## config.mk

```make
export PLATFORM = sky130hd
export DESIGN_NAME = bk_memory_top
export DESIGN_NICKNAME = d
export VERILOG_FILES = /design/src/design/bk_mem_pkg.sv /design/src/design/cpu_bus_sequencer.sv /design/src/design/video_fetch.sv /design/src/design/sram_arbiter.sv /design/src/design/bk_memory_top.sv
export SDC_FILE = /design/constraint.sdc
export NUM_CORES = 1
export LEC_CHECK = 0
export ABC_AREA = 0
export BUFFER_PORTS_ARGS = -buffer_cell sky130_fd_sc_hd__buf_2
export CELL_PAD_IN_SITES_DETAIL_PLACEMENT = 0
export CELL_PAD_IN_SITES_GLOBAL_PLACEMENT = 1
export CORE_MARGIN = 4
export CORE_UTILIZATION = 32
export DETAILED_ROUTE_END_ITERATION = 10
export PLACE_DENSITY = 0.89
export SLEW_MARGIN = 10
export SYNTH_ARGS = -nofsm -noshare
export SYNTH_HDL_FRONTEND = slang
export SYNTH_HIERARCHICAL = 1
export SYNTH_SLANG_ARGS = --single-unit
```

## constraint.sdc

```tcl
create_clock -name clk25 -period 2 [get_ports clk25]
set_input_delay 0 -clock clk25 [delete_from_list [all_inputs] [get_ports clk25]]
set_output_delay 0 -clock clk25 [all_outputs]
set_load 0.05 [all_outputs]
```

## src/design/bk_mem_pkg.sv

```systemverilog
// shared widths and slot map for the bk memory side; slot positions assume a 16 pixel cycle
`default_nettype none

package bk_mem_pkg;

    // ==================================================
    // vector types
    // ==================================================
    typedef logic [15:0] word_t;       // cpu, host and sram data
    typedef logic [15:0] byte_addr_t;  // cpu byte address
    typedef logic [15:0] ram_addr_t;   // sram word address
    typedef logic [12:0] vid_addr_t;   // 8 line bits over 5 column bits
    typedef logic [7:0]  roll_t;       // vertical scroll register
    typedef logic [9:0]  pix_t;        // screen x or y count
    typedef logic [3:0]  slot_t;       // position in the 16 pixel cycle

    // ==================================================
    // slot map
    // ==================================================
    localparam slot_t SLOT_VIDEO = 4'd0;  // screen word read
    localparam slot_t SLOT_CPU0  = 4'd4;  // first cpu enable
    localparam slot_t SLOT_CPU1  = 4'd5;  // second cpu enable, strobe slot

    // screen buffer placement
    localparam logic [2:0] VIDEO_PAGE  = 3'b001;  // upper sram address bits
    localparam roll_t      SCREEN_BASE = 8'o330;  // line offset before the scroll

    // debug host register map
    // the breakpoint register sits above the sram window the host normally uses
    localparam ram_addr_t BP_REG_ADDR = 16'h8000;

endpackage : bk_mem_pkg

`default_nettype wire

```

## src/design/cpu_bus_sequencer.sv

```systemverilog
// the cpu must hold cpu_rd or cpu_wt until slot 6 has passed and present a byte on its own lane
`timescale 1ns/10ps
`default_nettype none

module cpu_bus_sequencer
    import bk_mem_pkg::*;
(
    input  wire             clk25,
    input  wire             reset_in,
    input  wire             cpu_rd,         // read level from the cpu
    input  wire             cpu_wt,         // write level from the cpu
    input  wire             cpu_byte,
    input  wire             ifetch,
    input  wire byte_addr_t cpu_adr,
    input  wire word_t      cpu_wdata,
    input  wire word_t      ram_rdata,
    input  wire             cpu_ce,         // slots 4 and 5
    input  wire             cpu_pause,
    input  wire             bp_enable,
    input  wire             step,
    input  wire byte_addr_t bp_addr,
    output logic            cpu_oe,
    output logic            cpu_we,
    output logic            cpu_lb_n,
    output logic            cpu_ub_n,
    output logic            cpu_rdy,
    output ram_addr_t       cpu_word_addr,
    output word_t           cpu_rdata
);

    logic [2:0] seq;        // slot history, bit 0 is the newest
    logic       ce_q;       // cpu_ce of the previous cycle
    logic       step_q;     // step as seen in the last slot 4
    logic       bp_latch;   // cpu held at a breakpoint
    logic       slot4;
    logic       bp_hit;
    logic       step_rise;
    logic       seq_in;

    assign slot4     = cpu_ce & ~ce_q;  // first of the two enable cycles
    assign bp_hit    = bp_enable & ifetch & cpu_rd & (cpu_adr == bp_addr);
    assign step_rise = step & ~step_q;

    assign cpu_rdy = ~cpu_pause & ~bp_latch;

    // a held cpu starts nothing, but slot 5 still follows a slot 4 that started
    assign seq_in = (cpu_rd | cpu_wt) & cpu_ce & (cpu_rdy | seq[0]);

    // ==================================================
    // slot history and breakpoint latch
    // ==================================================
    always_ff @(posedge clk25) begin
        if (reset_in) begin
            seq      <= 3'b000;
            ce_q     <= 1'b0;
            step_q   <= 1'b0;
            bp_latch <= 1'b0;
        end else begin
            ce_q <= cpu_ce;
            seq  <= {seq[1:0], seq_in};
            if (slot4) begin
                step_q <= step;
                if (step_rise)
                    bp_latch <= 1'b0;  // step releases the cpu
                else if (bp_hit)
                    bp_latch <= 1'b1;
            end
        end
    end

    // 001 in slot 5, 011 in slot 6
    assign cpu_oe = cpu_rd & seq[0] & ~seq[2];
    assign cpu_we = cpu_wt & (seq[1:0] == 2'b01);  // slot 5 only

    // odd byte uses the upper lane, even byte the lower one
    assign cpu_lb_n = cpu_byte & cpu_adr[0];
    assign cpu_ub_n = cpu_byte & ~cpu_adr[0];

    assign cpu_word_addr = {1'b0, cpu_adr[15:1]};

    // read data sampled at the end of slot 5
    always_ff @(posedge clk25) begin
        if (cpu_oe && (seq == 3'b001))
            cpu_rdata <= ram_rdata;
    end

    // ==================================================
    // checks
    // ==================================================
    a_oe_we_excl: assert property (@(posedge clk25) disable iff (reset_in)
        !(cpu_oe && cpu_we));

    // write strobe only right behind the enable
    a_we_after_ce: assert property (@(posedge clk25) disable iff (reset_in)
        cpu_we |-> $past(cpu_ce));

    // write data is taken by the arbiter, the sequencer only watches it for x
    a_wdata_known: assert property (@(posedge clk25) disable iff (reset_in)
        cpu_we |-> !$isunknown(cpu_wdata));

endmodule : cpu_bus_sequencer

`default_nettype wire

```

## src/design/video_fetch.sv

```systemverilog
// H_TOTAL must be a multiple of 16; vertical sync sits just below the V_ACTIVE line window
`timescale 1ns/10ps
`default_nettype none

module video_fetch
    import bk_mem_pkg::*;
#(
    parameter int H_TOTAL  = 800,
    parameter int V_TOTAL  = 525,
    parameter int V_ACTIVE = 512
) (
    input  wire        clk25,
    input  wire        reset_in,
    input  wire roll_t roll,           // scroll register of the cpu
    output logic       cpu_ce,
    output logic       vid_req,
    output logic       hs,             // active low
    output logic       vs,             // active low
    output logic       screen_valid,
    output vid_addr_t  vid_addr
);

    // 640x480 horizontal porches counted back from the line end
    localparam int HS_START = H_TOTAL - 144;
    localparam int HS_END   = H_TOTAL - 48;
    localparam int VS_START = V_ACTIVE + 3;  // short front porch
    localparam int VS_END   = V_ACTIVE + 5;  // 2 line pulse

    pix_t  x;
    pix_t  y;
    slot_t slot;
    roll_t line_ofs;
    logic  line_active;

    // ==================================================
    // pixel and line counters
    // ==================================================
    always_ff @(posedge clk25) begin
        if (reset_in) begin
            x <= '0;
            y <= '0;
        end else if (x == pix_t'(H_TOTAL - 1)) begin
            x <= '0;
            if (y == pix_t'(V_TOTAL - 1))
                y <= '0;
            else
                y <= y + 1'b1;
        end else begin
            x <= x + 1'b1;
        end
    end

    assign slot = x[3:0];

    assign hs = ~((x >= pix_t'(HS_START)) && (x < pix_t'(HS_END)));
    assign vs = ~((y >= pix_t'(VS_START)) && (y < pix_t'(VS_END)));

    assign line_active  = y < pix_t'(V_ACTIVE);
    assign screen_valid = line_active && (x < pix_t'(512));  // 512 pixel wide bk screen

    // ==================================================
    // slot decode and screen address
    // ==================================================
    assign cpu_ce  = (slot == SLOT_CPU0) || (slot == SLOT_CPU1);
    assign vid_req = (slot == SLOT_VIDEO) && line_active;

    // each bk line is shown twice, so y bit 0 drops out
    assign line_ofs = y[8:1] - SCREEN_BASE + roll;
    assign vid_addr = {line_ofs, x[8:4]};

    a_vid_cpu_apart: assert property (@(posedge clk25) disable iff (reset_in)
        !(vid_req && cpu_ce));

endmodule : video_fetch

`default_nettype wire

```

## src/design/sram_arbiter.sv

```systemverilog
// purely combinational sram mux; the host gets full words only and the cpu wins any collision
`timescale 1ns/10ps
`default_nettype none

module sram_arbiter
    import bk_mem_pkg::*;
(
    input  wire            clk25,
    input  wire            reset_in,
    input  wire            cpu_oe,
    input  wire            cpu_we,
    input  wire            cpu_lb_n,
    input  wire            cpu_ub_n,
    input  wire ram_addr_t cpu_word_addr,
    input  wire word_t     cpu_wdata,
    input  wire            host_oe,
    input  wire            host_we,
    input  wire ram_addr_t host_addr,
    input  wire word_t     host_wdata,
    input  wire            vid_req,
    input  wire vid_addr_t vid_addr,
    input  wire word_t     ram_rdata,
    output ram_addr_t      ram_addr,
    output word_t          ram_wdata,
    output logic           ram_oe_n,
    output logic           ram_we_n,
    output logic           ram_lb_n,
    output logic           ram_ub_n,
    output logic           video_load,  // screen word on ram_rdata
    output word_t          host_rdata,
    output byte_addr_t     bp_addr
);

    logic cpu_act;
    logic host_act;
    logic host_reg;   // host addresses the breakpoint register
    logic host_ram;   // host owns the sram this cycle
    logic vid_sel;

    assign cpu_act  = cpu_oe | cpu_we;
    assign host_act = host_oe | host_we;
    assign host_reg = host_addr == BP_REG_ADDR;
    assign host_ram = host_act & ~cpu_act & ~host_reg;
    assign vid_sel  = vid_req & ~cpu_act & ~host_act;  // any host level steals the slot

    assign video_load = vid_sel;

    // ==================================================
    // sram mux, cpu then host then video
    // ==================================================
    always_comb begin
        if (cpu_act)
            ram_addr = cpu_word_addr;
        else if (host_act)
            ram_addr = host_addr;
        else
            ram_addr = {VIDEO_PAGE, vid_addr};
    end

    assign ram_wdata = cpu_we ? cpu_wdata : host_wdata;

    // host write beats host read when both levels are up
    assign ram_oe_n = ~(cpu_oe | (host_ram & host_oe & ~host_we) | vid_sel);
    assign ram_we_n = ~(cpu_we | (host_ram & host_we));  // video never writes

    // lanes idle high, host and video take the full word
    assign ram_lb_n = cpu_act ? cpu_lb_n : ~(host_ram | vid_sel);
    assign ram_ub_n = cpu_act ? cpu_ub_n : ~(host_ram | vid_sel);

    // ==================================================
    // breakpoint register
    // ==================================================
    always_ff @(posedge clk25) begin
        if (reset_in)
            bp_addr <= '0;
        else if (host_we && host_reg)
            bp_addr <= byte_addr_t'(host_wdata);  // off the sram, no wait for the cpu
    end

    assign host_rdata = host_reg ? word_t'(bp_addr) : ram_rdata;

    a_no_oe_with_we: assert property (@(posedge clk25) disable iff (reset_in)
        !ram_we_n |-> ram_oe_n);

endmodule : sram_arbiter

`default_nettype wire

```

## src/design/bk_memory_top.sv

```systemverilog
// memory side only; the cpu core, pixel shifter and host transport live outside this top
`timescale 1ns/10ps
`default_nettype none

module bk_memory_top
    import bk_mem_pkg::*;
#(
    parameter int H_TOTAL  = 800,
    parameter int V_TOTAL  = 525,
    parameter int V_ACTIVE = 512
) (
    input  wire             clk25,
    input  wire             reset_in,
    // cpu side
    input  wire             cpu_rd,
    input  wire             cpu_wt,
    input  wire byte_addr_t cpu_adr,
    input  wire             cpu_byte,
    input  wire             ifetch,
    input  wire word_t      cpu_wdata,
    output wire word_t      cpu_rdata,
    output wire             cpu_rdy,
    output wire             cpu_ce,
    // debug host
    input  wire             host_oe,
    input  wire             host_we,
    input  wire ram_addr_t  host_addr,
    input  wire word_t      host_wdata,
    output wire word_t      host_rdata,
    // switches
    input  wire             cpu_pause,
    input  wire             bp_enable,
    input  wire             step,
    input  wire roll_t      roll,
    // sram pins
    output wire ram_addr_t  ram_addr,
    output wire word_t      ram_wdata,
    input  wire word_t      ram_rdata,
    output wire             ram_oe_n,
    output wire             ram_we_n,
    output wire             ram_lb_n,
    output wire             ram_ub_n,
    // video timing
    output wire             hs,
    output wire             vs,
    output wire             video_load
);

    wire             cpu_oe;
    wire             cpu_we;
    wire             cpu_lb_n;
    wire             cpu_ub_n;
    wire ram_addr_t  cpu_word_addr;
    wire             vid_req;
    wire vid_addr_t  vid_addr;
    wire byte_addr_t bp_addr;  // arbiter register back to the sequencer

    cpu_bus_sequencer seq0 (
        .clk25(clk25), .reset_in(reset_in),
        .cpu_rd(cpu_rd), .cpu_wt(cpu_wt), .cpu_byte(cpu_byte), .ifetch(ifetch),
        .cpu_adr(cpu_adr), .cpu_wdata(cpu_wdata), .ram_rdata(ram_rdata),
        .cpu_ce(cpu_ce), .cpu_pause(cpu_pause), .bp_enable(bp_enable), .step(step),
        .bp_addr(bp_addr), .cpu_oe(cpu_oe), .cpu_we(cpu_we),
        .cpu_lb_n(cpu_lb_n), .cpu_ub_n(cpu_ub_n), .cpu_rdy(cpu_rdy),
        .cpu_word_addr(cpu_word_addr), .cpu_rdata(cpu_rdata)
    );

    video_fetch #(
        .H_TOTAL(H_TOTAL), .V_TOTAL(V_TOTAL), .V_ACTIVE(V_ACTIVE)
    ) vid0 (
        .clk25(clk25), .reset_in(reset_in), .roll(roll),
        .cpu_ce(cpu_ce), .vid_req(vid_req), .hs(hs), .vs(vs),
        .screen_valid(),  // feeds the pixel shifter, not part of this design
        .vid_addr(vid_addr)
    );

    sram_arbiter arb0 (
        .clk25(clk25), .reset_in(reset_in),
        .cpu_oe(cpu_oe), .cpu_we(cpu_we), .cpu_lb_n(cpu_lb_n), .cpu_ub_n(cpu_ub_n),
        .cpu_word_addr(cpu_word_addr), .cpu_wdata(cpu_wdata),
        .host_oe(host_oe), .host_we(host_we), .host_addr(host_addr),
        .host_wdata(host_wdata), .vid_req(vid_req), .vid_addr(vid_addr),
        .ram_rdata(ram_rdata), .ram_addr(ram_addr), .ram_wdata(ram_wdata),
        .ram_oe_n(ram_oe_n), .ram_we_n(ram_we_n), .ram_lb_n(ram_lb_n),
        .ram_ub_n(ram_ub_n), .video_load(video_load), .host_rdata(host_rdata),
        .bp_addr(bp_addr)
    );

endmodule : bk_memory_top

`default_nettype wire

```

== Word-level counts from Yosys, hierarchy flattened ==
Index checks and enable logic that the tools add are counted.
Word-level totals
  bits in registers: 58
  bits of input ports: 99
  logic and storage cells: 87
Cells by class
  $add $sub $neg: 4
  magnitude comparators: 5
  equal/unequal tests: 8
  muxes and demuxes: 9
  bitwise logic cells: 43
  reduce and logical (&&, ||, !) cells: 10
Operators with widths (number)
  2-to-1 mux 16 bit: 4
  less-than comparator 10 bit (second input constant): 3
  adder 10 x 1 -> 10 bit (second input constant): 2
  bitwise AND 1 bit: 20
  equality test 10 bit (second input constant): 2
  greater-or-equal comparator 10 bit (second input constant): 2
  equality test 16 bit: 1
  equality test 16 bit (second input constant): 1
  NOT 1 bit: 15
  2-to-1 mux 10 bit: 1
  adder 8 bit: 1
  equality test 4 x 3 -> 1 bit (second input constant): 2
  OR 1 bit: 8
  subtractor 8 bit (second input constant): 1
  logical AND 1 bit: 5
  logical NOT 4 bit: 1
  2-to-1 mux 1 bit: 4
  equality test 3 x 1 -> 1 bit (second input constant): 1
  equality test 2 x 1 -> 1 bit (second input constant): 1
  AND reduction 2 bit: 1
  nonzero test 2 bit: 1
  OR reduction 2 bit: 1
  logical OR 1 bit: 1

== Logic depth before layout (Yosys ltp) ==
  word-level depth: 11
  gate-level depth with buffers: 10
  gate-level depth less buffers: 10

== Cells and area by module ==
Netlist, hierarchy kept.
By module, submodules not included
  sram_arbiter: instances 1, cells an instance 173, area an instance 1602.8 um2, sequential area each 320.3 um2
  video_fetch: instances 1, cells an instance 173, area an instance 1438.9 um2, sequential area each 400.4 um2
  cpu_bus_sequencer: instances 1, cells an instance 82, area an instance 1046.0 um2, sequential area each 600.6 um2

== Worst setup path after synthesis ==
Ideal clock, no wire load.
  path type: flip-flop to output port
  start point: register vid0.y[2]
  end point: output ram_addr[12]
  arrival: 2.660 ns
  required time: 2.000 ns
  slack: -0.660 ns
  stages on the path, launching flop included: 10
  path buffers: 0
  path through: dfxtp_1 -> ha_1 -> ha_1 -> fa_1 -> a211oi_1 -> o21bai_1 -> a21oi_1 -> xnor2_1 -> mux2i_1 -> a21oi_1
Between the ends
  cells in the longest elaborated chain, start to end: 4
RTL lines
  start, declared: RTL line video_fetch.sv:30  | pix_t y;
  start signal, assigned: RTL line video_fetch.sv:47  | y <= y + 1'b1;
  subtractor 8 bit: RTL line video_fetch.sv:68  | assign line_ofs = y[8:1] - SCREEN_BASE + roll;
  adder 8 bit: RTL line video_fetch.sv:68
  net vid_addr[12]: RTL line bk_memory_top.sv:55  | wire vid_addr_t vid_addr;
  2-to-1 mux 16 bit: RTL line sram_arbiter.sv:54  | else if (host_act)
  2-to-1 mux 16 bit: RTL line sram_arbiter.sv:52  | if (cpu_act)
  end, declared: RTL line bk_memory_top.sv:36  | output wire ram_addr_t ram_addr,
The timed path passes the listed nets, and every way through them passes these cells.

== Final worst setup path ==
Ends and elaborated chain as after synthesis.

==> flow_summary.json <==
{
  "cp-start-kind": "flop",
  "fin_worst_skew_ps": 2.99,
  "hold_viol_final": 0,
  "syn_nets": 546,
  "viasPerCell": 4.67,
  "die_w_um": 121,
  "max_cap_viol_count": 0,
  "violations": "negative setup slack",
  "start_util": 0.325,
  "max_freq_mhz": 413,
  "htreeDepth": 3,
  "syn_to_final_growth_pct": 49.5,
  "gp_congestion": 0.859,
  "drive_above_1_share": 0.468,
  "power_density_nw_per_um2": 603,
  "rsz0062_at_grt": "yes",
  "relSlewSlack": 0.639,
  "worstMarginPinSlew_ps": 542,
  "numCtsBuffers": 9,
  "drc": 0,
  "postSynthCellCount": 427,
  "p_leak_nw": 2.67,
  "grt_usage": 0.174,
  "crit_buf_inv": 1,
  "path_cells": "ha_4 > ha_4 > fa_2 > a211oi_2 > o21bai_1 > a21oi_2 > xnor2_1 > mux2i_1 > a21oi_4 > buf_6",
  "path_class": "reg -> out",
  "utilization": 0.486,
  "root_buffer": "clkbuf_16",
  "cts_tree": "done",
  "antenna_cells": 0,
  "critPathMaxFanout": 2,
  "antenna_found_initial": 0,
  "clk_latency_ps": 320,
  "cts.clk_slew.worst_paths_ps": 50,
  "cts_buffer_depth": 2,
  "setup_viol": 5,
  "ant_nets": 0,
  "path_common_cell": "ha_4",
  "num_vias": 3817,
  "routed_wl_mm": 13.0,
  "wire_per_inst_um": 15.9,
  "grt_pass1_wl_mm": 19.9,
  "hp-class": "in -> reg",
  "firstDrtPassIters": 6,
  "slowest_stage": "dfxtp_2",
  "pre_cts_ws_ps": -261,
  "num-nets-final": 759,
  "final_min_period_over_clock_period": 1.21,
  "ys_warn_count": 6,
  "drtIter0Drc": 190,
  "cpLargestDelayFamily": "adder cells",
  "overflow": 0,
  "design.die.area_um2": 14600,
  "cts_sinks": 58,
  "row_count": 41,
  "report.final.slew_viol_count": 0,
  "grt_max_degree": 32,
  "syn_area_per_cell_um2": 9.56,
  "arrival_ps": 2420,
  "fp.coreArea_um2": 12600,
  "vdd_ir_drop_max_v": 0.000407,
  "timing.final.ws_setup_ps": -422,
  "status": "finished, violations left",
  "cp.required_ps": 2000,
  "pin_count": 172,
  "grt_pass1_vias": 4042,
  "die_height_um": 121,
  "fillers": 1176,
  "period_minus_slack_ps": 2420,
  "cp-end-kind": "output pin",
  "crit_path_max_incr_delay_ps": 350,
  "port-buffer-count": 171,
  "syn-cell-area_um2": 4080,
  "dp_hpwl_mm": 9.71
}
-- power breakdown --
group / switching (mW) / total (mW) / internal, mW
Sequential: 0.00409 / 1.22 / 1.22
Combinational: 0.519 / 0.869 / 0.350
Clock: 0.528 / 1.59 / 1.06
-- layout make-up --
| type | count | area, um2 | share of cell area |
|---|---|---|---|
| Inverter | 19 | 71.3 | 0.0117 |
| Clock inverter | 2 | 35.0 | 0.00574 |
| Clock buffer | 14 | 274 | 0.0449 |
| Multi-Input combinational cell | 312 | 2640 | 0.432 |
| Sequential cell | 58 | 1330 | 0.217 |
| Tap cell | 172 | 215 | 0.0353 |
| Timing Repair Buffer | 240 | 1540 | 0.253 |
-- worst min-delay path: cells and delay by family --
family / cells / cell delay [ps]
simple gates: 1 / 40
compound gates: 1 / 210
buf+inv: 1 / 80
-- cell usage in the layout (no fill, tap or decap), types with 4 or more instances in the layout --
cell type / instances
a21oi_1: 14
a21oi_2: 5
a21oi_4: 4
buf_2: 162
buf_4: 32
buf_6: 9
clkbuf_16: 9
dfxtp_1: 38
dfxtp_2: 4
dlygate4sd3_1: 35
edfxtp_1: 16
ha_1: 11
ha_4: 7
inv_1: 16
mux2_2: 24
mux2_4: 8
mux2i_1: 33
nand2_1: 10
nand2b_1: 33
nand3_1: 10
nand4_1: 5
nor2_1: 40
nor2b_1: 6
nor3_1: 7
nor4_1: 4
nor4_2: 5
o21ai_0: 4
xnor2_1: 13
xor2_1: 21
-- registers in the layout, indices dropped and copies added, names as in the netlist --
| register | flops |
|---|---|
| arb0/bp_addr | 16 |
| seq0/bp_latch | 1 |
| seq0/ce_q | 1 |
| seq0/cpu_rdata | 16 |
| seq0/seq | 3 |
| seq0/step_q | 1 |
| vid0/x | 10 |
| vid0/y | 10 |
-- path summary, 6_finish.rpt --
kind | from | end | slack (ps) | cells after the start
setup reg to reg | vid0/x[9] | vid0/y[9] | 90 | 4
setup / recovery | vid0/y[2] | ram_addr[12] | -420 | 10
hold reg to reg | seq0/bp_latch | seq0/bp_latch | 470 | 2
hold / removal | cpu_pause | seq0/seq[0] | 50 | 3
-- metrics by stage --
step / instances / area, um2 / hold WS, ps / setup TNS [ps] / power (mW)
after floorplan: 427 / 4160 / 71.6 / -134 / 1.76
after global placement: 763 / 5230 / 189 / -538 / 1.99
after detailed placement: 763 / 5230 / 191 / -689 / 2.01
after CTS: 815 / 6020 / 43.1 / -1590 / 3.70
after global routing: 817 / 6100 / 60.9 / -1960 / 3.82
final: 817 / 6100 / 54.2 / -1450 / 3.68
-- per-layer routing --
layer	up-vias	share of wire	wire (um)	track usage
li1	1891	-	-	-
met1	1784	0.42	5460	0.207
met2	127	0.51	6620	0.314
met3	15	0.054	704	0.0345
met4	0	0.014	182	0.0552
met5	-	0	0	0
-- repair_timing --
item,in CTS,in global routing
buffers inserted,1,2
gates cloned,0,0
pin swaps,14,9
gates resized for setup,28,13
hold buffers,35,0
hold endpoints to repair,35,0
setup endpoints to repair,9,13
Power figures use the tool's default switching activity.
